## src/vx_pkg.sv

```systemverilog
`default_nettype none

package vx_pkg;

	localparam int xlen = 32;
	localparam int nregs = 16;
	localparam int imem_words = 64;
	localparam int dmem_words = 256;
	localparam int imem_aw = $clog2(imem_words);
	localparam int dmem_aw = $clog2(dmem_words);

	// Stores to this byte address go out on the IO bus
	localparam logic [xlen-1:0] io_bus_addr = 32'h0000_1000;

	// Opcode field in bits 31:28
	localparam logic [3:0] op_nop    = 4'h0;
	localparam logic [3:0] op_add    = 4'h1;
	localparam logic [3:0] op_sub    = 4'h2;
	localparam logic [3:0] op_and    = 4'h3;
	localparam logic [3:0] op_or     = 4'h4;
	localparam logic [3:0] op_xor    = 4'h5;
	localparam logic [3:0] op_addi   = 4'h6;
	localparam logic [3:0] op_lw     = 4'h7;
	localparam logic [3:0] op_sw     = 4'h8;
	localparam logic [3:0] op_beq    = 4'h9;
	localparam logic [3:0] op_bne    = 4'ha;
	localparam logic [3:0] op_jal    = 4'hb;
	localparam logic [3:0] op_ebreak = 4'hc;

	typedef struct packed {
		logic [3:0]  opcode;
		logic [3:0]  rd;
		logic [3:0]  rs1;
		logic [3:0]  rs2;
		logic [15:0] unused;
	} instr_r_t;

	// SW and branches read rd as their second source
	typedef struct packed {
		logic [3:0]         opcode;
		logic [3:0]         rd;
		logic [3:0]         rs1;
		logic signed [19:0] imm;
	} instr_i_t;

	typedef union packed {
		instr_r_t r;
		instr_i_t i;
	} instr_u;

	typedef struct packed {
		logic            valid;
		logic [xlen-1:0] pc;
		instr_u          instr;
	} fetch_t;

	typedef struct packed {
		logic            valid;
		logic [xlen-1:0] pc;
		instr_u          instr;
		logic [3:0]      rs1;
		logic [3:0]      rs2;
	} issue_t;

	typedef struct packed {
		logic            valid;
		logic [xlen-1:0] target;
	} redirect_t;

	typedef struct packed {
		logic            valid;
		logic [3:0]      rd;
		logic [xlen-1:0] data;
	} wb_t;

	typedef struct packed {
		logic            valid;
		logic            write;
		logic [xlen-1:0] addr;
		logic [xlen-1:0] wdata;
	} dmem_req_t;

	typedef struct packed {
		logic               en;
		logic [imem_aw-1:0] addr;
		logic [xlen-1:0]    data;
	} imem_wr_t;

	function automatic logic writes_rd(input logic [3:0] op);
		return op inside {op_add, op_sub, op_and, op_or, op_xor, op_addi, op_lw, op_jal};
	endfunction

endpackage

`default_nettype wire

```

## src/vx_scheduler.sv

```systemverilog
`timescale 1ns/1ps
`default_nettype none

module vx_scheduler import vx_pkg::*; (
	input  logic   clk,
	input  logic   rst_n,
	input  fetch_t fetch,
	input  redirect_t redirect,
	input  wb_t    wb,
	output issue_t issue,
	output logic   schedule_delay
);

	logic             held_valid;
	logic [xlen-1:0]  held_pc;
	instr_u           held_instr;
	logic [nregs-1:0] pending;
	logic [nregs-1:0] set_mask;
	logic [nregs-1:0] clr_mask;
	logic [3:0]       op;
	logic [3:0]       src1;
	logic [3:0]       src2;
	logic [3:0]       dst;
	logic             dst_en;
	logic             hazard;
	logic             last_valid;
	logic [3:0]       last_rd;

	// Source decode with r0 standing for no operand
	always_comb begin
		op   = held_instr.r.opcode;
		src1 = '0;
		src2 = '0;
		case (op)
			op_add, op_sub, op_and, op_or, op_xor: begin
				src1 = held_instr.r.rs1;
				src2 = held_instr.r.rs2;
			end
			op_addi, op_lw: src1 = held_instr.i.rs1;
			op_sw, op_beq, op_bne: begin
				src1 = held_instr.i.rs1;
				src2 = held_instr.i.rd;
			end
			default: ;
		endcase
	end

	assign dst    = held_instr.i.rd;
	assign dst_en = writes_rd(op);
	assign hazard = pending[src1] || pending[src2] || (dst_en && pending[dst]);

	assign schedule_delay = held_valid && hazard;

	always_comb begin
		issue.valid = held_valid && !hazard && !redirect.valid;
		issue.pc    = held_pc;
		issue.instr = held_instr;
		issue.rs1   = src1;
		issue.rs2   = src2;
	end

	always_ff @(posedge clk) begin
		if (!schedule_delay) begin
			held_pc    <= fetch.pc;
			held_instr <= fetch.instr;
		end
		if (!rst_n) begin
			held_valid <= 1'b0;
		end else if (redirect.valid) begin
			held_valid <= 1'b0;
		end else if (!schedule_delay) begin
			held_valid <= fetch.valid;
		end
	end

	// The instruction issued just before a redirect is squashed in execute
	always_comb begin
		set_mask = '0;
		clr_mask = '0;
		if (issue.valid && dst_en && dst != '0) begin
			set_mask[dst] = 1'b1;
		end
		if (wb.valid) begin
			clr_mask[wb.rd] = 1'b1;
		end
		if (redirect.valid && last_valid) begin
			clr_mask[last_rd] = 1'b1;
		end
	end

	always_ff @(posedge clk) begin
		last_rd <= dst;
		if (!rst_n) begin
			pending    <= '0;
			last_valid <= 1'b0;
		end else begin
			pending    <= (pending | set_mask) & ~clr_mask;
			last_valid <= issue.valid && dst_en;
		end
	end

endmodule

`default_nettype wire
```

## config.mk

```make
export PLATFORM = sky130hd
export DESIGN_NAME = vx_scheduler
export DESIGN_NICKNAME = d
export VERILOG_FILES = /design/src/vx_pkg.sv /design/src/vx_scheduler.sv
export SDC_FILE = /design/constraint.sdc
export NUM_CORES = 1
export LEC_CHECK = 0
export BUFFER_PORTS_ARGS = -buffer_cell sky130_fd_sc_hd__buf_2
export CORE_MARGIN = 2
export CORE_UTILIZATION = 40
export CTS_CLUSTER_DIAMETER = 40
export CTS_CLUSTER_SIZE = 28
export DETAILED_ROUTE_END_ITERATION = 10
export PLACE_DENSITY_LB_ADDON = 0.05
export SYNTH_ARGS = -nofsm -noshare
export SYNTH_HDL_FRONTEND = slang
export SYNTH_SLANG_ARGS = --single-unit
export TNS_END_PERCENT = 5
```

## constraint.sdc

```tcl
create_clock -name clk -period 3.8 [get_ports clk]
set_input_delay 0.76 -clock clk [delete_from_list [all_inputs] [get_ports clk]]
set_output_delay 0.76 -clock clk [all_outputs]
set_load 0.01 [all_outputs]
```

==> results.cfg, run 1 <==
[setup_path]
cp-start-kind = flip-flop
critPathMaxFanout = 8
crit_family = simple AND/OR/NAND/NOR gates
crit_path_cell_trace = mux4_2 -> and2_1 -> o2111ai_2 -> o41ai_1 -> nor3_4 -> o21ai_1 -> and2_1 -> buf_2
timing.critical_path.to_type = output port
critPathSlowestCell = sky130_fd_sc_hd__edfxtp_1
worst-endpoint-required_ns = 3.04
path_common_cell = sky130_fd_sc_hd__and2_1
crit_path_max_incr_delay_ns = 0.56
critical_path_buf_inv_count = 1
critPathArrivalTime_ns = 2.75
critPathKind = reg2out

[logic_synthesis]
synth-main-ff-cell = sky130_fd_sc_hd__edfxtp_1
synth-simple-area-share = 0.132
synth_compound_gate_area_share = 0.178
synth_area_per_cell_um2 = 13.2
count_of_flip_flops_with_a_built_in_enable_after_synthesis = 64
synth_adder_area_share = 0
async_s_r_ff_share_synth = 0
postSynthNetCount = 433
synthesis.instances = 296
synth_sequential_area_ratio = 0.607
netlist_area_mm2 = 0.00389
ys.warnings.count = 0
synth_top_family_by_area = compound AO/OA/AOI/OAI gates
synth.mux.area_fraction = 0.0299
yosys.area_share.xor_xnor = 0
total_of_flip_flops_plus_latches_after_synthesis = 86
yosysUniqueCellTypes = 57

[timing]
grt_setup_unrepaired = no
max_freq_mhz = 285
tightestPinTransition_ns = 0.626
timing.final.crit_share = 0.924
setup_violations = 0
setup_tns_ns = 0
final_period_minus_worst_setup_slack_ns = 3.51
timing.slew.headroom = 0.577
final-max-slew-violation-count = 0
finClkSkew_ns = 0.0105
finalHoldViolCount = 0

[detailed_routing]
drt-pass1-iter-count = 5
post-route-drc-count = 0
route.vias.total = 3058
detail_route.wl_per_cell_um = 16.9
final_antenna_net_count = 0
vias_per_cell = 5.22
drt_first_iter_violations = 152
totalWireLength_mm = 9.92

[floorplanning]
die_area_mm2 = 0.0105
die_width_um = 103
start_util = 0.406
placeableCoreArea_mm2 = 0.00959
die-height_um = 103
top_level_ports = 211
std_cell_rows = 36

[placed_design]
io_buffer_count = 146
place_inst = 570
placed_area_mm2 = 0.00475
dpl.hpwl_mm = 7.55
finalWeightedCongestion = 0.803

[run_status]
status = finished clean

[cells_and_area]
inserted_diodes = 0
fillers = 888
finalCoreUtilization = 0.518
nNetsFinal = 585
stdcell_count = 586
postLayoutCellArea_mm2 = 0.00497
syn2layout_area_growth_pct = 27.6
post_route_cells_drive_above_1_share = 0.472

[cts]
cts_buffer_depth = 2
postCtsSetupBuffers = 0
cts_root_buffer = sky130_fd_sc_hd__clkbuf_8
hold_buffers = 0
cts_buffers = 9
clk_latency_ns = 0.35
clk_transition_reported_paths_ns = 0.09
tritoncts = yes
clock_sink_count = 86
ctsHtreeMaxLevel = 3

[global_routing]
overall_global_routing_usage = 0.196
grt_pass1_wl_mm = 15.4
grt_max_degree = 65
overflow = 0
via_count_of_the_first_global_routing_pass = 2970
antenna_found_initial = 0

[job]
maxCapViolations = 0

[power]
static-leakage-power_nw = 2.00
total_power_w = 0.00223
max_rail_drop_vdd_uv = 261
powerDensity_mw_per_mm2 = 449

[worst_hold_path]
holdCritPathClass = reg2reg
worst paths after layout:
check                       from        endpoint  slack [ns]  cells after the start
setup / recovery  held_instr[20]  schedule_delay        0.29                      8
hold / removal        pending[6]      pending[6]        0.53                      2
setup reg to reg  held_instr[20]  held_instr[21]        0.96                      8
hold reg to reg       pending[6]      pending[6]        0.53                      2
logic make-up after synthesis:
group | count (synthesis)
mux | 6
buf+inv | 37
compound gates | 79
simple gates | 88
flops | 86
cells in the mapped netlist (4+ instances only):
library cell	number	area share
sky130_fd_sc_hd__or3_1	11	0.018
sky130_fd_sc_hd__or2_2	7	0.011
sky130_fd_sc_hd__nand3_1	11	0.014
sky130_fd_sc_hd__dfxtp_1	22	0.11
sky130_fd_sc_hd__o22ai_1	13	0.021
sky130_fd_sc_hd__edfxtp_1	64	0.49
sky130_fd_sc_hd__buf_6	4	0.012
sky130_fd_sc_hd__o211ai_1	9	0.017
sky130_fd_sc_hd__nand2_1	16	0.015
sky130_fd_sc_hd__or2b_2	5	0.011
sky130_fd_sc_hd__and2_1	5	0.0080
sky130_fd_sc_hd__o2111ai_1	8	0.018
sky130_fd_sc_hd__nor2_1	13	0.013
sky130_fd_sc_hd__o221ai_1	15	0.034
sky130_fd_sc_hd__o41ai_2	4	0.017
sky130_fd_sc_hd__inv_1	21	0.020
sky130_fd_sc_hd__and2b_2	6	0.014
sky130_fd_sc_hd__a21oi_1	4	0.0051
sky130_fd_sc_hd__o21ai_0	4	0.0051
stage by stage:
stage / setup slack [ns] / hold WS [ns]
finish: 0.287 / 0.528
global route: 0.0344 / 0.554
CTS: 0.185 / 0.530
detailed placement: 0.598 / 0.516
global placement: 0.586 / 0.513
floorplan: 0.131 / 0.450
cells in the final DEF (no fill, tap or decap), types with 11 or more instances in the layout:
| cell type | netlist | layout |
|---|---|---|
| sky130_fd_sc_hd__edfxtp_1 | 64 | 64 |
| sky130_fd_sc_hd__dfxtp_1 | 22 | 22 |
| sky130_fd_sc_hd__inv_1 | 21 | 21 |
| sky130_fd_sc_hd__o22ai_1 | 13 | 13 |
| sky130_fd_sc_hd__or3_1 | 11 | 11 |
| sky130_fd_sc_hd__nand3_1 | 11 | 11 |
| sky130_fd_sc_hd__o221ai_1 | 15 | 15 |
| sky130_fd_sc_hd__nor2_1 | 13 | 13 |
| sky130_fd_sc_hd__buf_2 | 3 | 146 |
| sky130_fd_sc_hd__nand2_1 | 16 | 15 |
layer usage:
metal,wire (µm),track usage,share of wire,up-vias
met1,3950,0.247,0.40,1431
met5,0,0,0,-
met4,155,0.0759,0.016,0
met3,1070,0.0759,0.11,13
met2,4740,0.305,0.48,144
li1,-,-,-,1470
state kept, by name, indices dropped and copies added, names as in the netlist:
| signal | count |
|---|---|
| held_instr | 32 |
| held_pc | 32 |
| pending | 16 |
| last_rd | 4 |
| held_valid | 1 |
| last_valid | 1 |
cell type report:
class / count / area [µm²] / share of cell area
inverter: 24 / 90.1 / 0.0181
sequential: 86 / 2360 / 0.475
multi-input combinational: 173 / 1330 / 0.267
timing repair buffer: 154 / 803 / 0.162
tap: 133 / 166 / 0.0335
clock inverter: 6 / 92.6 / 0.0186
clock buffer: 10 / 128 / 0.0257
worst register-to-register path: cells and delay by family, from the launching register on:
kind,cells,cell delay (ns)
simple gates,3,0.59
flops,1,0.56
mux,1,0.56
compound gates,3,0.49
buf+inv,1,0.30
power breakdown:
group	leakage, nW	total (W)	internal, W	switching, W
clock	0.109	0.000713	0.000376	0.000336
combinational	1.04	0.000381	0.000156	0.000225
sequential	0.848	0.00114	0.00109	0.0000457
what timing repair did:
item | in CTS | in global routing
resized for setup | 0 | 1
endpoints found under the setup margin | 0 | 1
endpoints found under the hold margin | 0 | 0
Note: power is estimated with default switching activity, not from simulation.
==> run 2, diff against run 1 <==
- RECOVER_POWER: unset -> 50
==> results.cfg, run 2 (synthesis results as in run 1) <==
[run_status]
status = finished clean

[detailed_routing]
route.vias.total = 3034
vias_per_cell = 5.18
totalWireLength_mm = 9.87
detail_route.wl_per_cell_um = 16.8
drt-pass1-iter-count = 4
post-route-drc-count = 0
final_antenna_net_count = 0
drt_first_iter_violations = 149

[timing]
setup_tns_ns = 0
final-max-slew-violation-count = 0
max_freq_mhz = 283
final_period_minus_worst_setup_slack_ns = 3.53
timing.slew.headroom = 0.578
finClkSkew_ns = 0.00905
finalHoldViolCount = 0
grt_setup_unrepaired = no
postLayoutSetupSlackWorst_ns = 0.267
setup_violations = 0
hold_slack_ns = 0.527
tightestPinTransition_ns = 0.625
timing.final.crit_share = 0.930

[setup_path]
crit_path_max_incr_delay_ns = 0.71
crit_family = flip-flops
critPathMaxFanout = 14
worst-endpoint-required_ns = 3.04
critPathArrivalTime_ns = 2.77
stages_on_worst_setup_path = 7
cp-start-kind = flip-flop
critical_path_buf_inv_count = 1
crit_path_cell_trace = mux4_4 -> o22ai_1 -> o41ai_1 -> nor3_4 -> o21ai_1 -> and2_1 -> buf_2
critPathSlowestCell = sky130_fd_sc_hd__edfxtp_1
timing.critical_path.to_type = output port
timing.reg2reg.worst_path_depth = 7
critPathKind = reg2out
ff2ff_setup_slack_ns = 0.93

[floorplanning]
placeableCoreArea_mm2 = 0.00959
start_util = 0.406
die_width_um = 103
die_area_mm2 = 0.0105
top_level_ports = 211
std_cell_rows = 36
die-height_um = 103

[global_routing]
grt_pass1_wl_mm = 15.4
antenna_found_initial = 0
overall_global_routing_usage = 0.196
grt_max_degree = 65
overflow = 0
via_count_of_the_first_global_routing_pass = 2970

[cts]
cts_buffer_depth = 2
hold_buffers = 0
clk_transition_reported_paths_ns = 0.09
postCtsSetupBuffers = 0
ctsHtreeMaxLevel = 3
clk_latency_ns = 0.35
cts_repair_resize_count = 0
cts_buffers = 9
clock_sink_count = 86
tritoncts = yes
cts_root_buffer = sky130_fd_sc_hd__clkbuf_8

[cells_and_area]
post_route_cells_drive_above_1_share = 0.371
nNetsFinal = 585
inserted_diodes = 0
commonest_non_fill_non_tap_cell_in_the_layout = sky130_fd_sc_hd__buf_2
top_regs = held_instr (32), held_pc (32), pending (16)
postLayoutCellArea_mm2 = 0.00491
syn2layout_area_growth_pct = 26.0
most-common-layout-cells = 102 x sky130_fd_sc_hd__buf_2, 64 x sky130_fd_sc_hd__edfxtp_1, 47 x sky130_fd_sc_hd__clkbuf_1

[power]
max_rail_drop_vdd_uv = 262
total_power_w = 0.00222
powerDensity_mw_per_mm2 = 453
static-leakage-power_nw = 1.87

[placed_design]
io_buffer_count = 146
place_ws_ns = 0.598
finalWeightedCongestion = 0.803
dpl.hpwl_mm = 7.55
placed_area_mm2 = 0.00475

[worst_hold_path]
holdCritPathClass = reg2reg
min_delay_path_depth = 2

[job]
maxCapViolations = 0
run 2: where the power goes:
group | switching (W) | leakage, nW | internal, W
Clock | 0.000339 | 0.109 | 0.000376
Sequential | 0.0000465 | 0.848 | 0.00109
Combinational | 0.000225 | 0.916 | 0.000142
run 2: cell type report:
type / count / area [µm²]
fill: 906 / 4690
sequential: 86 / 2360
multi-input combinational: 173 / 1330
timing repair buffer: 154 / 741
tap: 133 / 166
clock buffer: 10 / 128
clock inverter: 6 / 92.6
inverter: 24 / 90.1
run 2: path summary, 6_finish.rpt:
path | start | end
worst max register to register | held_instr[25] | held_instr[22]
worst min register to register | pending[6] | pending[6]
worst max-delay path | held_instr[25] | schedule_delay
worst min-delay path | pending[6] | pending[6]
run 2: layer usage:
layer  part of all wire  track usage  up-vias
li1                   -            -     1467
met1               0.41        0.247     1409
met2               0.48        0.305      144
met3              0.098       0.0759       14
met4              0.017       0.0759        0
met5                  0            0        -
run 2: per-stage QoR:
stage               std cells   util
global placement          570  0.495
finish                    586  0.511
global route              586  0.511
floorplan                 296      -
CTS                       586  0.518
detailed placement        570  0.495
run 2: worst register-to-register path, cell delays in order (launching register included):
cell                       delay, ns
sky130_fd_sc_hd__edfxtp_1       0.71
sky130_fd_sc_hd__mux4_4         0.54
sky130_fd_sc_hd__o22ai_1        0.21
sky130_fd_sc_hd__o41ai_1        0.14
sky130_fd_sc_hd__nor3_4         0.30
sky130_fd_sc_hd__o21ai_1        0.19
sky130_fd_sc_hd__nand2_2        0.12
sky130_fd_sc_hd__buf_12         0.30
==> run 3, diff against run 2 <==
--- a/config.mk
+++ b/config.mk
@@ -14,4 +14,5 @@
 export PLACE_DENSITY_LB_ADDON = 0.05
 export RECOVER_POWER = 50
+export SLEW_MARGIN = 20
 export SYNTH_ARGS = -nofsm -noshare
 export SYNTH_HDL_FRONTEND = slang
==> constraint.sdc (replaced) <==
create_clock -name clk -period 3.8 [get_ports clk]
set_input_delay 0.76 -clock clk [delete_from_list [all_inputs] [get_ports clk]]
set_output_delay 0.76 -clock clk [all_outputs]
set_load 0.1 [all_outputs]
==> results.cfg, run 3 (synthesis results as in run 1) <==
[cells_and_area]
most-common-layout-cells = 101 x sky130_fd_sc_hd__buf_2, 64 x sky130_fd_sc_hd__edfxtp_1, 47 x sky130_fd_sc_hd__clkbuf_1
nNetsFinal = 587
post_route_cells_drive_above_1_share = 0.387
top_regs = held_instr (32), held_pc (32), pending (16)
syn2layout_area_growth_pct = 29.3
commonest_non_fill_non_tap_cell_in_the_layout = sky130_fd_sc_hd__buf_2
inserted_diodes = 0
stdcell_count = 588

[detailed_routing]
totalWireLength_mm = 9.89
drt-pass1-iter-count = 4
detail_route.wl_per_cell_um = 16.8
route.vias.total = 3075
drt_first_iter_violations = 189
final_antenna_net_count = 0
post-route-drc-count = 0
vias_per_cell = 5.23

[placed_design]
finalWeightedCongestion = 0.867
place_inst = 572
dpl.hpwl_mm = 7.68
io_buffer_count = 146
place_ws_ns = 0.484

[timing]
finClkSkew_ns = 0.00886
setup_violations = 0
max_freq_mhz = 273
final-max-slew-violation-count = 0
postLayoutSetupSlackWorst_ns = 0.135
finalHoldViolCount = 0
final_period_minus_worst_setup_slack_ns = 3.67
timing.slew.headroom = 0.195
tightestPinTransition_ns = 1.21
grt_setup_unrepaired = no
timing.final.crit_share = 0.965
hold_slack_ns = 0.538

[cts]
cts_buffer_depth = 2
clk_latency_ns = 0.35
ctsHtreeMaxLevel = 3
hold_buffers = 0
cts_buffers = 9
clock_sink_count = 86
cts_root_buffer = sky130_fd_sc_hd__clkbuf_8
clk_transition_reported_paths_ns = 0.09
tritoncts = yes

[setup_path]
critPathSlowestCell = sky130_fd_sc_hd__edfxtp_1
crit_path_cell_trace = and2b_2 -> a22oi_2 -> o21a_2 -> o2111ai_1 -> a41oi_2 -> o21ai_1 -> and2_2 -> buf_12
worst-endpoint-required_ns = 3.04
critPathMaxFanout = 8
cp-start-kind = flip-flop
crit_path_max_incr_delay_ns = 0.54
timing.reg2reg.worst_path_depth = 8
timing.critical_path.to_type = output port
critPathKind = reg2out
critPathArrivalTime_ns = 2.91

[power]
static-leakage-power_nw = 1.90
max_rail_drop_vdd_uv = 431
powerDensity_mw_per_mm2 = 560

[worst_hold_path]
min_delay_path_depth = 2
holdCritPathClass = reg2reg

[global_routing]
overall_global_routing_usage = 0.195
grt_max_degree = 29
grt_pass1_wl_mm = 15.3
via_count_of_the_first_global_routing_pass = 2951
antenna_found_initial = 0
overflow = 0

[floorplanning]
die-height_um = 103
top_level_ports = 211
std_cell_rows = 36
die_area_mm2 = 0.0105
start_util = 0.406
placeableCoreArea_mm2 = 0.00959
die_width_um = 103

[job]
maxCapViolations = 0

[run_status]
status = finished clean
[run 3: per-stage QoR]
step	power, W	util	setup TNS, ns	area, µm²
2_1_floorplan	0.00192	-	-4.59	3950
3_3_place_gp	0.00209	0.507	0	4860
3_5_place_dp	0.00210	0.507	0	4860
4_1_cts	0.00285	0.532	0	5100
5_1_grt	0.00291	0.525	0	5030
6_report	0.00282	0.525	0	5030
[run 3: cell type report]
cell class / count / area [µm²]
Clock buffer: 11 / 151
Timing Repair Buffer: 156 / 792
Fill cell: 860 / 4560
Sequential cell: 86 / 2360
Clock inverter: 5 / 87.6
Inverter: 24 / 111
Tap cell: 133 / 166
Multi-Input combinational cell: 173 / 1360
[run 3: final timing paths]
kind / slack [ns] / from / to
setup / recovery: 0.13 / held_instr[29] / schedule_delay
hold reg to reg: 0.54 / pending[6] / pending[6]
hold / removal: 0.54 / pending[6] / pending[6]
setup reg to reg: 0.81 / held_instr[29] / held_instr[23]
[run 3: report_power, final]
| group | switching, W | leakage [nW] | total [W] | internal, W |
|---|---|---|---|---|
| Combinational | 0.000766 | 0.931 | 0.000921 | 0.000156 |
| Sequential | 0.0000446 | 0.848 | 0.00114 | 0.00109 |
| Clock | 0.000348 | 0.118 | 0.000762 | 0.000414 |
| Total | 0.00116 | 1.90 | 0.00282 | 0.00166 |
[run 3: worst max-delay path: cells and delay by family (launching register included)]
| family | cells | cell delay, ns |
|---|---|---|
| compound gates | 5 | 1.29 |
| buf+inv | 1 | 0.17 |
| flops | 1 | 0.54 |
| simple gates | 2 | 0.56 |
[run 3: layer usage]
metal	global-route usage	vias to the layer above	part of all wire
li1	-	1467	-
met1	0.237	1459	0.40
met2	0.314	131	0.49
met3	0.0753	18	0.092
met4	0.0779	0	0.020
met5	0	-	0
[run 3: timing repair]
action,CTS,global route
buffers inserted,0,0
gates resized for setup,0,1
endpoints found under the setup margin,0,1
