<file path="src/vx_pkg.sv">
`default_nettype none

package vx_pkg;

	localparam int xlen = 32;
	localparam int nregs = 16;
	localparam int imem_words = 64;
	localparam int dmem_words = 256;
	localparam int imem_aw = $clog2(imem_words);
	localparam int dmem_aw = $clog2(dmem_words);

	// Stores to this byte address go out on the IO bus
	localparam logic [xlen-1:0] io_bus_addr = 32'h0000_1000;

	// Opcode field in bits 31:28
	localparam logic [3:0] op_nop    = 4'h0;
	localparam logic [3:0] op_add    = 4'h1;
	localparam logic [3:0] op_sub    = 4'h2;
	localparam logic [3:0] op_and    = 4'h3;
	localparam logic [3:0] op_or     = 4'h4;
	localparam logic [3:0] op_xor    = 4'h5;
	localparam logic [3:0] op_addi   = 4'h6;
	localparam logic [3:0] op_lw     = 4'h7;
	localparam logic [3:0] op_sw     = 4'h8;
	localparam logic [3:0] op_beq    = 4'h9;
	localparam logic [3:0] op_bne    = 4'ha;
	localparam logic [3:0] op_jal    = 4'hb;
	localparam logic [3:0] op_ebreak = 4'hc;

	typedef struct packed {
		logic [3:0]  opcode;
		logic [3:0]  rd;
		logic [3:0]  rs1;
		logic [3:0]  rs2;
		logic [15:0] unused;
	} instr_r_t;

	// SW and branches read rd as their second source
	typedef struct packed {
		logic [3:0]         opcode;
		logic [3:0]         rd;
		logic [3:0]         rs1;
		logic signed [19:0] imm;
	} instr_i_t;

	typedef union packed {
		instr_r_t r;
		instr_i_t i;
	} instr_u;

	typedef struct packed {
		logic            valid;
		logic [xlen-1:0] pc;
		instr_u          instr;
	} fetch_t;

	typedef struct packed {
		logic            valid;
		logic [xlen-1:0] pc;
		instr_u          instr;
		logic [3:0]      rs1;
		logic [3:0]      rs2;
	} issue_t;

	typedef struct packed {
		logic            valid;
		logic [xlen-1:0] target;
	} redirect_t;

	typedef struct packed {
		logic            valid;
		logic [3:0]      rd;
		logic [xlen-1:0] data;
	} wb_t;

	typedef struct packed {
		logic            valid;
		logic            write;
		logic [xlen-1:0] addr;
		logic [xlen-1:0] wdata;
	} dmem_req_t;

	typedef struct packed {
		logic               en;
		logic [imem_aw-1:0] addr;
		logic [xlen-1:0]    data;
	} imem_wr_t;

	function automatic logic writes_rd(input logic [3:0] op);
		return op inside {op_add, op_sub, op_and, op_or, op_xor, op_addi, op_lw, op_jal};
	endfunction

endpackage

`default_nettype wire

</file>
<file path="src/vx_front_end.sv">
`timescale 1ns/1ps
`default_nettype none

module vx_front_end import vx_pkg::*; (
	input  logic            clk,
	input  logic            rst_n,
	input  logic            schedule_delay,
	input  redirect_t       redirect,
	output logic [xlen-1:0] imem_addr,
	input  instr_u          imem_data,
	output fetch_t          fetch,
	output logic            out_ebreak
);

	// pc is the next request, f_pc the word now on imem_data
	logic [xlen-1:0] pc;
	logic [xlen-1:0] f_pc;
	logic            f_valid;
	logic            ebreak_now;
	logic            stop;

	always_comb begin
		fetch.valid = f_valid && !redirect.valid && !out_ebreak;
		fetch.pc    = f_pc;
		fetch.instr = imem_data;
	end

	assign ebreak_now = fetch.valid && !schedule_delay && imem_data.r.opcode == op_ebreak;
	assign stop       = out_ebreak || ebreak_now;

	// Re-read the held word while stalled so imem_data stays put
	always_comb begin
		if (redirect.valid) begin
			imem_addr = redirect.target;
		end else if (schedule_delay) begin
			imem_addr = f_pc;
		end else begin
			imem_addr = pc;
		end
	end

	always_ff @(posedge clk) begin
		if (!rst_n) begin
			pc      <= '0;
			f_pc    <= '0;
			f_valid <= 1'b0;
		end else if (stop) begin
			f_valid <= 1'b0;
		end else if (redirect.valid) begin
			f_pc    <= redirect.target;
			pc      <= redirect.target + 4;
			f_valid <= 1'b1;
		end else if (!schedule_delay) begin
			f_pc    <= pc;
			pc      <= pc + 4;
			f_valid <= 1'b1;
		end
	end

	// Sticky until the next reset
	always_ff @(posedge clk) begin
		if (!rst_n) begin
			out_ebreak <= 1'b0;
		end else if (ebreak_now) begin
			out_ebreak <= 1'b1;
		end
	end

endmodule

`default_nettype wire

</file>
<file path="config.mk">
export PLATFORM = sky130hd
export DESIGN_NAME = vx_front_end
export DESIGN_NICKNAME = d
export VERILOG_FILES = /design/src/vx_pkg.sv /design/src/vx_front_end.sv
export SDC_FILE = /design/constraint.sdc
export NUM_CORES = 1
export LEC_CHECK = 0
export BUFFER_PORTS_ARGS = -buffer_cell sky130_fd_sc_hd__buf_2
export CORE_ASPECT_RATIO = 1.4
export CORE_MARGIN = 10
export CORE_UTILIZATION = 40
export DETAILED_ROUTE_END_ITERATION = 10
export PLACE_DENSITY = 0.65
export SYNTH_ARGS = -nofsm -noshare
export SYNTH_HDL_FRONTEND = slang
export SYNTH_SLANG_ARGS = --single-unit
</file>
<file path="constraint.sdc">
create_clock -name clk -period 2.9 [get_ports clk]
set_input_delay 0.145 -clock clk [delete_from_list [all_inputs] [get_ports clk]]
set_output_delay 0.145 -clock clk [all_outputs]
set_load 0.03 [all_outputs]
</file>
==> summary.md, run 1 <==
| Metric | Value |
|---|---|
| Largest family of logic cells by synthesized area | `simple AND/OR/NAND/NOR gates` |
| Most frequent cell after synthesis | `sky130_fd_sc_hd__nand2_1` |
| Area of the die | `between 0.015 and 0.02 mm^2` |
| Min-Delay Endpoint | `pc[1]$_SDFFE_PN0P_` |
| Clock tree root buffer cell | `sky130_fd_sc_hd__clkbuf_16` |
| Count of cells resized by post-cts repair | `0` |
| Max-capacitance violation count | `0` |
| DRT Wirelength | `about 17000 um` |
| Number of setup buffers added after CTS | `0` |
| Number of failing setup endpoints in the final timing report | `0` |
| Setup Slack @ Placement | `468 ps` |
| Total negative slack | `0 ps` |
| Fill cell count | `1219` |
| Clk slew on worst S/H paths | `about 60 ps` |
| Fin crit share | `0.827` |
| Crit end category | `flop` |
| RSZ-0062 raised after global routing | `false` |
| Final HPWL DP | `approximately 12000 um` |
| Power density over cell area | `around 500 mW/mm^2` |
| Final Hold Vio Count | `0` |
| Endpoint of the worst register-to-register path | `pc[18]$_SDFFE_PN0P_` |
| Maximum buffer depth of the clock tree | `2` |
| Final worst clock skew | `around 5 ps` |
| Worst hold path startpoint | `redirect[1]` |
| Register-to-Register Path Depth | `8` |
| Number of nets in the layout | `a little under 800` |
| Top fanout value on the critical path | `8` |
| Synth Area in Compound Gates | `0.237` |
| Wire length of the first global-routing pass | `about 26000 um` |
| Horizontal die dimension | `113 um` |
| Number of port buffers | `around 110` |
| IO Pins | `between 150 and 200` |
| Sink count of the clock tree | `66` |
| Final Non-Filler Cells | `869` |
| Proportion of layout cells with a drive suffix above 1 | `0.222` |
| Count of hold buffers inserted by post-cts repair | `0` |
| Synth cell count leaders | `sky130_fd_sc_hd__nand2_1 (131), sky130_fd_sc_hd__a21oi_1 (71), sky130_fd_sc_hd__dfxtp_1 (66), sky130_fd_sc_hd__mux2i_1 (43), sky130_fd_sc_hd__o21ai_0 (42)` |
| Cells taking the most area after synthesis | `sky130_fd_sc_hd__dfxtp_1 (28%), sky130_fd_sc_hd__nand2_1 (10%), sky130_fd_sc_hd__mux2i_1 (9.0%)` |
| Number of enable flip-flop cells after synthesis | `0` |
| Seq cells post-synth | `66` |
| Clock Latency Late Sink | `approximately 350 ps` |
| Count of different cell masters after synthesis | `66` |
| Largest area contributor in the synthesized netlist | `sky130_fd_sc_hd__dfxtp_1` |
| Slew at the pin closest to its max-slew limit | `approximately 870 ps` |
| Shortest period the worst path allows | `2400 ps` |
| IR drop worst, VDD | `between 0.2 and 0.25 mV` |
| Portion of the post-synthesis area used by sequential elements | `0.276` |
| Adder and majority gate portion of the synthesized area | `0.00261` |
| CP Data Arrival Time | `approximately 2700 ps` |
| Avg Cell Area, Syn | `7.29 um^2` |
| Hold WC Path Type | `input pin to flop` |
| LEAKAGE | `0.00238 uW` |
| DIE HEIGHT | `approximately 150 um` |
| Required time of the worst setup path | `3190 ps` |
| Via count | `5126` |
| Post-synth design cell area | `between 0.004 and 0.005 mm^2` |
| Number of placement rows | `47` |
| Fmax | `~420 MHz` |
| Area fraction in and, or, nand and nor cells after synthesis | `0.265` |
| Remaining max-slew budget at the tightest pin | `0.416` |
| Worst setup margin | `about 500 ps` |
| Floorplan Core Area | `0.0118 mm^2` |
| Number of synthesis warnings | `0` |
| Gate Count Post-Synth | `around 660` |
| Average via count per standard cell | `approximately 5.9` |
| Critical Setup Path Class | `flop to flop` |
| Post-synth top area share | `0.276` |
| Layout Area Growth over Synthesis | `14.9%` |
| Routed Antenna Nets | `0` |
| Crit start category | `flop` |
| Initial standard-cell utilization of the core | `0.408` |
| Largest net degree at the start of global routing | `34` |
| Synthesized netlist net count | `a little over 700` |
| CTS tree | `built` |
| Worst-case register-to-register setup slack | `between 500 and 600 ps` |
| Antenna violations before repair | `0` |
| Top FF cell, synth | `sky130_fd_sc_hd__dfxtp_1` |
| Num CTS Buffers | `9` |
| First element of the critical path | `pc[2]$_SDFFE_PN0P_` |
| Count of TritonRoute iterations in the first routing pass | `5` |
| Antenna diode instance count | `0` |
| Sum of overflow across all layers after global routing | `0` |
| DR DRC count | `0` |
| Proportion of synthesized area in mux cells | `0.106` |
| Area share of xor/xnor cells in the synthesized design | `0.00548` |
| Placed cell count | `853` |
| Gpl congestion | `roughly 0.95` |
| Overall global routing resource usage | `0.188` |
| Crit Reg-Reg Startpoint | `pc[2]$_SDFFE_PN0P_` |
| Number of global-route vias before repair | `5076` |
| Cell depth of the worst hold path | `3` |
| Count of routing violations after the opening detailed-route iteration | `about 330` |
| Number of pins with negative max-slew slack in the final report | `0` |
| Async S/R FF share, synth | `0` |
| Final routed wire length divided by cell count | `19.1 um` |
| CTS H-Tree Depth | `3` |
| Result of the run | `completed` |
## area by class of cell
cell class / instances / area [um^2] / share of cell area
clock inverter: 6 / 42.5 / 0.00772
clock buffer: 10 / 239 / 0.0434
tap: 147 / 184 / 0.0334
inverter: 14 / 52.6 / 0.00953
multi-input combinational: 498 / 2980 / 0.541
sequential: 66 / 1320 / 0.240
timing repair buffer: 128 / 691 / 0.125
## routing by layer
layer / up-vias / routed length (um) / share of wire / GRT usage
met2: 187 / 8830 / 0.53 / 0.346
met5: - / 0 / 0 / 0
met4: 0 / 435 / 0.026 / 0.0961
met3: 39 / 966 / 0.058 / 0.0381
li1: 2466 / - / - / -
met1: 2434 / 6380 / 0.38 / 0.197
## cells in the final DEF (no fill, tap or decap), types with 6 or more instances in the layout
cell	count
sky130_fd_sc_hd__a21oi_1	71
sky130_fd_sc_hd__a22oi_1	6
sky130_fd_sc_hd__a31oi_1	8
sky130_fd_sc_hd__buf_2	108
sky130_fd_sc_hd__buf_4	20
sky130_fd_sc_hd__clkbuf_16	9
sky130_fd_sc_hd__dfxtp_1	66
sky130_fd_sc_hd__inv_1	14
sky130_fd_sc_hd__mux2_2	7
sky130_fd_sc_hd__mux2i_1	43
sky130_fd_sc_hd__nand2_1	131
sky130_fd_sc_hd__nand3_1	33
sky130_fd_sc_hd__nand3b_1	11
sky130_fd_sc_hd__nand4_1	18
sky130_fd_sc_hd__nor2_1	26
sky130_fd_sc_hd__nor3_1	7
sky130_fd_sc_hd__o21ai_0	42
## cell families (layout without fill, tap and decap cells)
family                   Yosys count  after routing
AO/OA/AOI/OAI                    182            182
XOR/XNOR                           3              3
adder cells (fa/ha/maj)            1              1
buffers and inverters             94            158
flip-flops                        66             66
multiplexers                      50             50
AND/OR/NAND/NOR                  262            262
## worst max-delay path, stage by stage (launching register included)
cell and delay [ps]:
sky130_fd_sc_hd__dfxtp_1 380, sky130_fd_sc_hd__inv_1 50, sky130_fd_sc_hd__o21ai_0 210, sky130_fd_sc_hd__ha_1 340
sky130_fd_sc_hd__nand4_1 190, sky130_fd_sc_hd__nand2_1 260, sky130_fd_sc_hd__nand4_1 340, sky130_fd_sc_hd__nor4b_1 410
sky130_fd_sc_hd__o31a_1 150
## where the power goes
part / total, uW / internal (uW) / switching [uW]
logic: 675 / 223 / 452
clock network: 1050 / 601 / 447
registers: 1050 / 976 / 71.0
total: 2770 / 1800 / 969
## metrics by stage
stage / util / power (uW) / area, um^2 / hold WS [ps]
global placement: 0.445 / 1720 / 5230 / 290
global route: 0.469 / 2890 / 5510 / 58.1
detailed placement: 0.445 / 1740 / 5230 / 290
finish: 0.469 / 2770 / 5510 / 51.7
floorplan: - / 1590 / 4800 / 281
CTS: 0.469 / 2780 / 5510 / 54.5
## sequential cells by signal, indices dropped and copies added, names as in the netlist
register	flops
f_pc	32
pc	32
f_valid	1
out_ebreak	1
## worst max-delay path by stage
stage,cells after the start,endpoint
3_5_place_dp,7,pc[29]$_SDFFE_PN0P_
2_1_floorplan,13,pc[28]$_SDFFE_PN0P_
5_1_grt,8,pc[18]$_SDFFE_PN0P_
6_report,8,pc[18]$_SDFFE_PN0P_
3_3_place_gp,7,pc[29]$_SDFFE_PN0P_
4_1_cts,6,f_pc[31]$_SDFFE_PN0N_
Power figures use the tool's default switching activity.
==> inputs of run 2 (changes only) <==
Clock period 2.9 ns to 2.3 ns, I/O delays scaled along.
==> run 2 against run 1 <==
First-iteration DRC count rose by 8.9%; sequential power rose by 26%; sequential share of layout area fell by 0.67 points; clock-buffer cell count rose by 3; worst hold slack got worse by 27 ps; critical path depth rose by 1; total power rose by 28%; wire length rose by 0.40%; highest routed layer unchanged; flip-flop and latch count did not move.
==> summary.md, run 2 (synthesized netlist as in run 1, its figures left out) <==
| Metric | Value |
|---|---|
| Worst hold path startpoint | `redirect[1]` |
| Number of pins with negative max-slew slack in the final report | `0 (unchanged)` |
| Crit start category | `flop` |
| Antenna violations before repair | `0 (unchanged)` |
| Clk slew on worst S/H paths | `60 ps (about the same)` |
| Slew at the pin closest to its max-slew limit | `643 ps (-227 ps)` |
| Final Hold Vio Count | `0 (unchanged)` |
| CP Data Arrival Time | `2280 ps (-410 ps)` |
| Cells along the critical path | `inv_1 > o21ai_0 > ha_2 > nand4_1 > a22oi_2 > buf_4 > a311oi_1 > a41oi_1 > o311ai_0` |
| Number of global-route vias before repair | `5164 (+1.7%)` |
| IO Pins | `166 (unchanged)` |
| Worst-case register-to-register setup slack | `200 ps (-300 ps)` |
| Num CTS Buffers | `9 (unchanged)` |
| Most used cells in the layout excluding fill and tap cells | `sky130_fd_sc_hd__nand2_1 (130), sky130_fd_sc_hd__buf_2 (108), sky130_fd_sc_hd__a21oi_1 (71), sky130_fd_sc_hd__dfxtp_1 (66), sky130_fd_sc_hd__mux2i_1 (43)` |
| Worst path slowest cell | `sky130_fd_sc_hd__dfxtp_1` |
| Most common cell after layout, fill and taps aside | `sky130_fd_sc_hd__nand2_1` |
| DR DRC count | `0 (unchanged)` |
| Routed Antenna Nets | `0 (unchanged)` |
| Shortest period the worst path allows | `2100 ps (-298 ps)` |
| Finished Core Util | `0.482 (+0.0134)` |
| Sum of overflow across all layers after global routing | `0 (unchanged)` |
| Average via count per standard cell | `5.83 (-1.1%)` |
| Sink count of the clock tree | `66 (unchanged)` |
| Maximum buffer depth of the clock tree | `2 (unchanged)` |
| Count of hold buffers inserted by post-cts repair | `0 (unchanged)` |
| Setup Slack @ Placement | `197 ps (-270 ps)` |
| CTS tree | `built` |
| Maximum single-stage delay on the critical path | `370 ps (-40 ps)` |
| Floorplan Core Area | `0.0118 mm^2 (unchanged)` |
| Antenna diode instance count | `0 (unchanged)` |
| Wire length of the first global-routing pass | `26500 um (+1.4%)` |
| RSZ-0062 raised after global routing | `false` |
| Clock Latency Late Sink | `340 ps (about the same)` |
| Count of routing violations after the opening detailed-route iteration | `354 (+8.9%)` |
| DIE HEIGHT | `150 um (unchanged)` |
| Result of the run | `completed` |
| Cell depth of the worst hold path | `3 (unchanged)` |
| Number of port buffers | `109 (unchanged)` |
| Largest net degree at the start of global routing | `42 (+24%)` |
| Top fanout value on the critical path | `6 (-2)` |
| Initial standard-cell utilization of the core | `0.408 (unchanged)` |
| Area of the die | `0.0168 mm^2 (unchanged)` |
| Overall global routing resource usage | `0.190 (+0.00113)` |
| Number of setup buffers added after CTS | `0 (unchanged)` |
| CTS H-Tree Depth | `3 (unchanged)` |
| Critical Setup Path Class | `flop to flop` |
| LEAKAGE | `0.00248 uW (+4.4%)` |
| Count of cells resized by post-cts repair | `0 (unchanged)` |
| Via count | `5163 (+0.72%)` |
| Final worst clock skew | `5.61 ps (+0.709 ps)` |
| Number of placement rows | `47 (unchanged)` |
| Power density over cell area | `627 mW/mm^2 (+25%)` |
| Required time of the worst setup path | `2480 ps (-710 ps)` |
| Endpoint of the worst register-to-register path | `pc[22]$_SDFFE_PN0P_` |
| Clock tree root buffer cell | `sky130_fd_sc_hd__clkbuf_16` |
| Total negative slack | `0 ps (unchanged)` |
| Min-Delay Endpoint | `pc[1]$_SDFFE_PN0P_` |
| DRT Wirelength | `16700 um (+0.40%)` |
| Final routed wire length divided by cell count | `18.8 um (-1.4%)` |
| Final HPWL DP | `12500 um (+2.4%)` |
| Proportion of layout cells with a drive suffix above 1 | `0.243 (+0.0209)` |
| Max-capacitance violation count | `0 (unchanged)` |
| Hold WC Path Type | `input pin to flop` |
| Register-to-Register Path Depth | `9 (+1)` |
| IR drop worst, VDD | `0.334 mV (+39%)` |
| Horizontal die dimension | `113 um (unchanged)` |
| Number of failing setup endpoints in the final timing report | `0 (unchanged)` |
| Remaining max-slew budget at the tightest pin | `0.572 (+0.155)` |
| Fin crit share | `0.913 (+0.0860)` |
| Count of TritonRoute iterations in the first routing pass | `7 (+2)` |
| Crit Reg-Reg Startpoint | `pc[2]$_SDFFE_PN0P_` |
| Crit end category | `flop` |
| Gpl congestion | `0.904 (-4.6%)` |
| Fmax | `476 MHz (+14%)` |
| Layout Area Growth over Synthesis | `18.2%` |
| Number of nets in the layout | `803 (+2.2%)` |
| Largest registers in the final layout | `f_pc x32, pc x32` |
| Worst setup margin | `200 ps (-302 ps)` |
run 2: cell count changes in the layout (fill, tap and decap cells not counted), sizes merged:
cell,before,now
clkinv,4,2
buf,128,145
clkbuf,10,13
clkinvlp,2,0
run 2: final cells by class:
type / instances / area (um^2)
Multi-Input combinational cell: 498 / 2990
Sequential cell: 66 / 1320
Fill cell: 1197 / 6090
Inverter: 14 / 52.6
Clock buffer: 13 / 280
Clock inverter: 2 / 10.0
Tap cell: 147 / 184
Timing Repair Buffer: 145 / 831
run 2: routing by layer:
metal,vias up,routed length [um],global-route usage
li1,2501,-,-
met1,2441,6560,0.205
met2,179,8720,0.342
met3,42,857,0.0361
met4,0,543,0.0967
met5,-,0,0
run 2: metrics by stage:
stage	hold WS (ps)	cells	area [um^2]	total power, uW
final	25.0	885	5670	3550
after global routing	34.7	885	5670	3710
after CTS	21.5	885	5670	3580
after detailed placement	230	870	5380	2220
after global placement	230	870	5380	2200
after floorplan	251	658	4840	2020
run 2: worst max path at each step:
stage                                      to  cells past startpoint           startpoint
after floorplan           pc[28]$_SDFFE_PN0P_                     13         redirect[32]
after global placement    pc[31]$_SDFFE_PN0P_                      8         redirect[32]
after detailed placement  pc[28]$_SDFFE_PN0P_                      7         redirect[32]
after CTS                 pc[22]$_SDFFE_PN0P_                      9   pc[2]$_SDFFE_PN0P_
after global routing      pc[31]$_SDFFE_PN0P_                      6  pc[11]$_SDFFE_PN0P_
final                     pc[22]$_SDFFE_PN0P_                      9   pc[2]$_SDFFE_PN0P_
run 2: worst max-delay path: cells and delay by family, from the launching register on:
family	cells	cell delay, ps
AO/OA/AOI/OAI	5	960
flip-flops	1	370
adder cells (fa/ha/maj)	1	260
buffers and inverters	2	230
AND/OR/NAND/NOR	1	130
run 2: power by group:
part	leakage (uW)	switching [uW]	internal, uW
Combinational	0.00179	575	300
Clock	0.000147	521	838
Sequential	0.000546	88.1	1230
Total	0.00248	1180	2370
==> inputs of run 3 (changes only) <==
--- a/constraint.sdc
+++ b/constraint.sdc
@@ -3,2 +3,2 @@
 set_output_delay 0.115 -clock clk [all_outputs]
-set_load 0.03 [all_outputs]
+set_load 0.05 [all_outputs]
==> run 3 against run 2 <==
Wire length is 0.25% higher; sequential power about the same; global-route usage up 0.35 points; highest routed layer unchanged.
==> summary.md, run 3 (synthesized netlist as in run 1, its figures left out) <==
| Metric | Value |
|---|---|
| Cell family contributing the most delay on the critical path | `simple AND/OR/NAND/NOR gates` |
| Sum of overflow across all layers after global routing | `0 (unchanged)` |
| Sink count of the clock tree | `66 (unchanged)` |
| Worst setup margin | `163 ps (-36.8 ps)` |
| Setup Slack @ Placement | `90.6 ps (-107 ps)` |
| CP Data Arrival Time | `2360 ps (+80 ps)` |
| Final Hold Vio Count | `0 (unchanged)` |
| CTS tree | `built` |
| Count of cells resized by post-cts repair | `0 (unchanged)` |
| Count of hold buffers inserted by post-cts repair | `0 (unchanged)` |
| DRT Wirelength | `16700 um (+0.25%)` |
| Power density over cell area | `661 mW/mm^2 (+5.5%)` |
| Most common cell after layout, fill and taps aside | `sky130_fd_sc_hd__nand2_1` |
| CTS H-Tree Depth | `3 (unchanged)` |
| Overall global routing resource usage | `0.193 (+0.00348)` |
| DIE HEIGHT | `150 um (unchanged)` |
| Maximum buffer depth of the clock tree | `2 (unchanged)` |
| Total negative slack | `0 ps (unchanged)` |
| Largest registers in the final layout | `f_pc x32, pc x32` |
| Shortest period the worst path allows | `2140 ps (+36.8 ps)` |
| Power, Total | `3770 uW (+6.1%)` |
| Number of pins with negative max-slew slack in the final report | `0 (unchanged)` |
| Remaining max-slew budget at the tightest pin | `0.254 (-0.318)` |
| Maximum single-stage delay on the critical path | `430 ps (+60 ps)` |
| Count of routing violations after the opening detailed-route iteration | `275 (-22%)` |
| Largest net degree at the start of global routing | `40 (-4.8%)` |
| Fill cell count | `1199 (+0.17%)` |
| Area of the die | `0.0168 mm^2 (unchanged)` |
| Wire length of the first global-routing pass | `27000 um (+2.0%)` |
| LEAKAGE | `0.00249 uW (+0.31%)` |
| Num CTS Buffers | `9 (unchanged)` |
| Clk slew on worst S/H paths | `60 ps (about the same)` |
| Final worst clock skew | `4.81 ps (-0.802 ps)` |
| Required time of the worst setup path | `2520 ps (+40 ps)` |
| Clock tree root buffer cell | `sky130_fd_sc_hd__clkbuf_16` |
| Most used cells in the layout excluding fill and tap cells | `sky130_fd_sc_hd__nand2_1 (130), sky130_fd_sc_hd__buf_2 (108), sky130_fd_sc_hd__a21oi_1 (71), sky130_fd_sc_hd__dfxtp_1 (66), sky130_fd_sc_hd__mux2i_1 (43)` |
| Top fanout value on the critical path | `6 (unchanged)` |
| Final routed wire length divided by cell count | `18.9 um (+0.25%)` |
| Count of TritonRoute iterations in the first routing pass | `5 (-2)` |
| Slew at the pin closest to its max-slew limit | `1120 ps (+474 ps)` |
| Layout Area Growth over Synthesis | `18.9%` |
| Critical Setup Path Class | `flop to flop` |
| IO Pins | `166 (unchanged)` |
| Result of the run | `completed` |
| Average via count per standard cell | `5.84 (about the same)` |
| Number of nets in the layout | `802 (-0.12%)` |
| Crit start category | `flop` |
| Worst path slowest cell | `sky130_fd_sc_hd__or4_1` |
| RSZ-0062 raised after global routing | `false` |
| Number of global-route vias before repair | `5201 (+0.72%)` |
| Final HPWL DP | `12400 um (-0.16%)` |
| Gpl congestion | `0.920 (+1.8%)` |
| Number of failing setup endpoints in the final timing report | `0 (unchanged)` |
| Antenna diode instance count | `0 (unchanged)` |
| Cells along the critical path | `inv_1 > o21ai_0 > ha_2 > nand4b_1 > nand2_1 > nand3_1 > or4_1 > o2111a_1` |
| Number of placement rows | `47 (unchanged)` |
| Floorplan Core Area | `0.0118 mm^2 (unchanged)` |
| DR DRC count | `0 (unchanged)` |
| Proportion of layout cells with a drive suffix above 1 | `0.243 (unchanged)` |
| Horizontal die dimension | `113 um (unchanged)` |
| Hold WC Path Type | `input pin to flop` |
| Routed Antenna Nets | `0 (unchanged)` |
| Crit end category | `flop` |
| Max-capacitance violation count | `0 (unchanged)` |
| Initial standard-cell utilization of the core | `0.408 (unchanged)` |
| Fmax | `468 MHz (-1.7%)` |
| Antenna violations before repair | `0 (unchanged)` |
| Clock Latency Late Sink | `330 ps (about the same)` |
| Area after DPL | `0.00538 mm^2 (about the same)` |
| IR drop worst, VDD | `0.296 mV (-11%)` |
| Via count | `5165 (+0.039%)` |
| Final std cell area, no fill | `0.00570 mm^2 (+0.57%)` |
| Fin crit share | `0.929 (+0.0160)` |
| Buffers plus inverters on the worst setup path | `1 (-1)` |
| Number of port buffers | `109 (unchanged)` |
run 3: cell count changes in the layout (fill, tap and decap cells not counted), sizes merged:
| cell | before | now |
|---|---|---|
| buf | 145 | 144 |
| clkinv | 2 | 3 |
| clkbuf | 13 | 11 |
| bufinv | 0 | 1 |
| clkinvlp | 0 | 1 |
run 3: area by class of cell:
class                   count  area (um^2)  share of cell area
well taps                 147          184              0.0323
inverters                  14         52.6             0.00922
clock buffers              11          253              0.0443
multi-input cells         498         2990               0.524
repair buffers            144          848               0.149
clock inverters             5         52.6             0.00922
flip-flops and latches     66         1320               0.232
run 3: routing by layer:
layer / wire, um / up-vias / global-route usage / share of wire
li1: - / 2502 / - / -
met1: 6640 / 2447 / 0.208 / 0.40
met5: 0 / - / 0 / 0
met2: 8690 / 170 / 0.344 / 0.52
met3: 818 / 46 / 0.0433 / 0.049
met4: 572 / 0 / 0.0980 / 0.034
run 3: per-stage QoR:
stage	cells	hold slack, ps	utilization
3_3_place_gp	867	230	0.458
3_5_place_dp	867	230	0.458
2_1_floorplan	658	251	-
4_1_cts	883	17.4	0.484
6_report	885	31.3	0.485
5_1_grt	885	50.0	0.485
run 3: worst paths after layout:
path	from	to	slack, ps	depth (start not counted)
setup reg to reg	pc[2]$_SDFFE_PN0P_	pc[12]$_SDFFE_PN0P_	160	8
hold reg to reg	pc[1]$_SDFFE_PN0P_	pc[1]$_SDFFE_PN0P_	460	2
hold / removal	redirect[1]	pc[1]$_SDFFE_PN0P_	30	3
setup / recovery	pc[2]$_SDFFE_PN0P_	pc[12]$_SDFFE_PN0P_	160	8
run 3: where the power goes:
part           internal, uW  switching, uW
sequential             1230           87.6
clock                   892            531
combinational           305            723
total                  2430           1340
run 3: timing repair:
| action | 4_1_cts | 5_1_grt |
|---|---|---|
| hold endpoints to repair | 0 | 0 |
| endpoints found under the setup margin | 0 | 1 |
| buffers inserted | 0 | 2 |
run 3: tightest hold or removal path, delay by kind of cell:
kind	cells	cell delay, ps
buf+inv	1	100
simple gates	1	50
compound gates	1	50
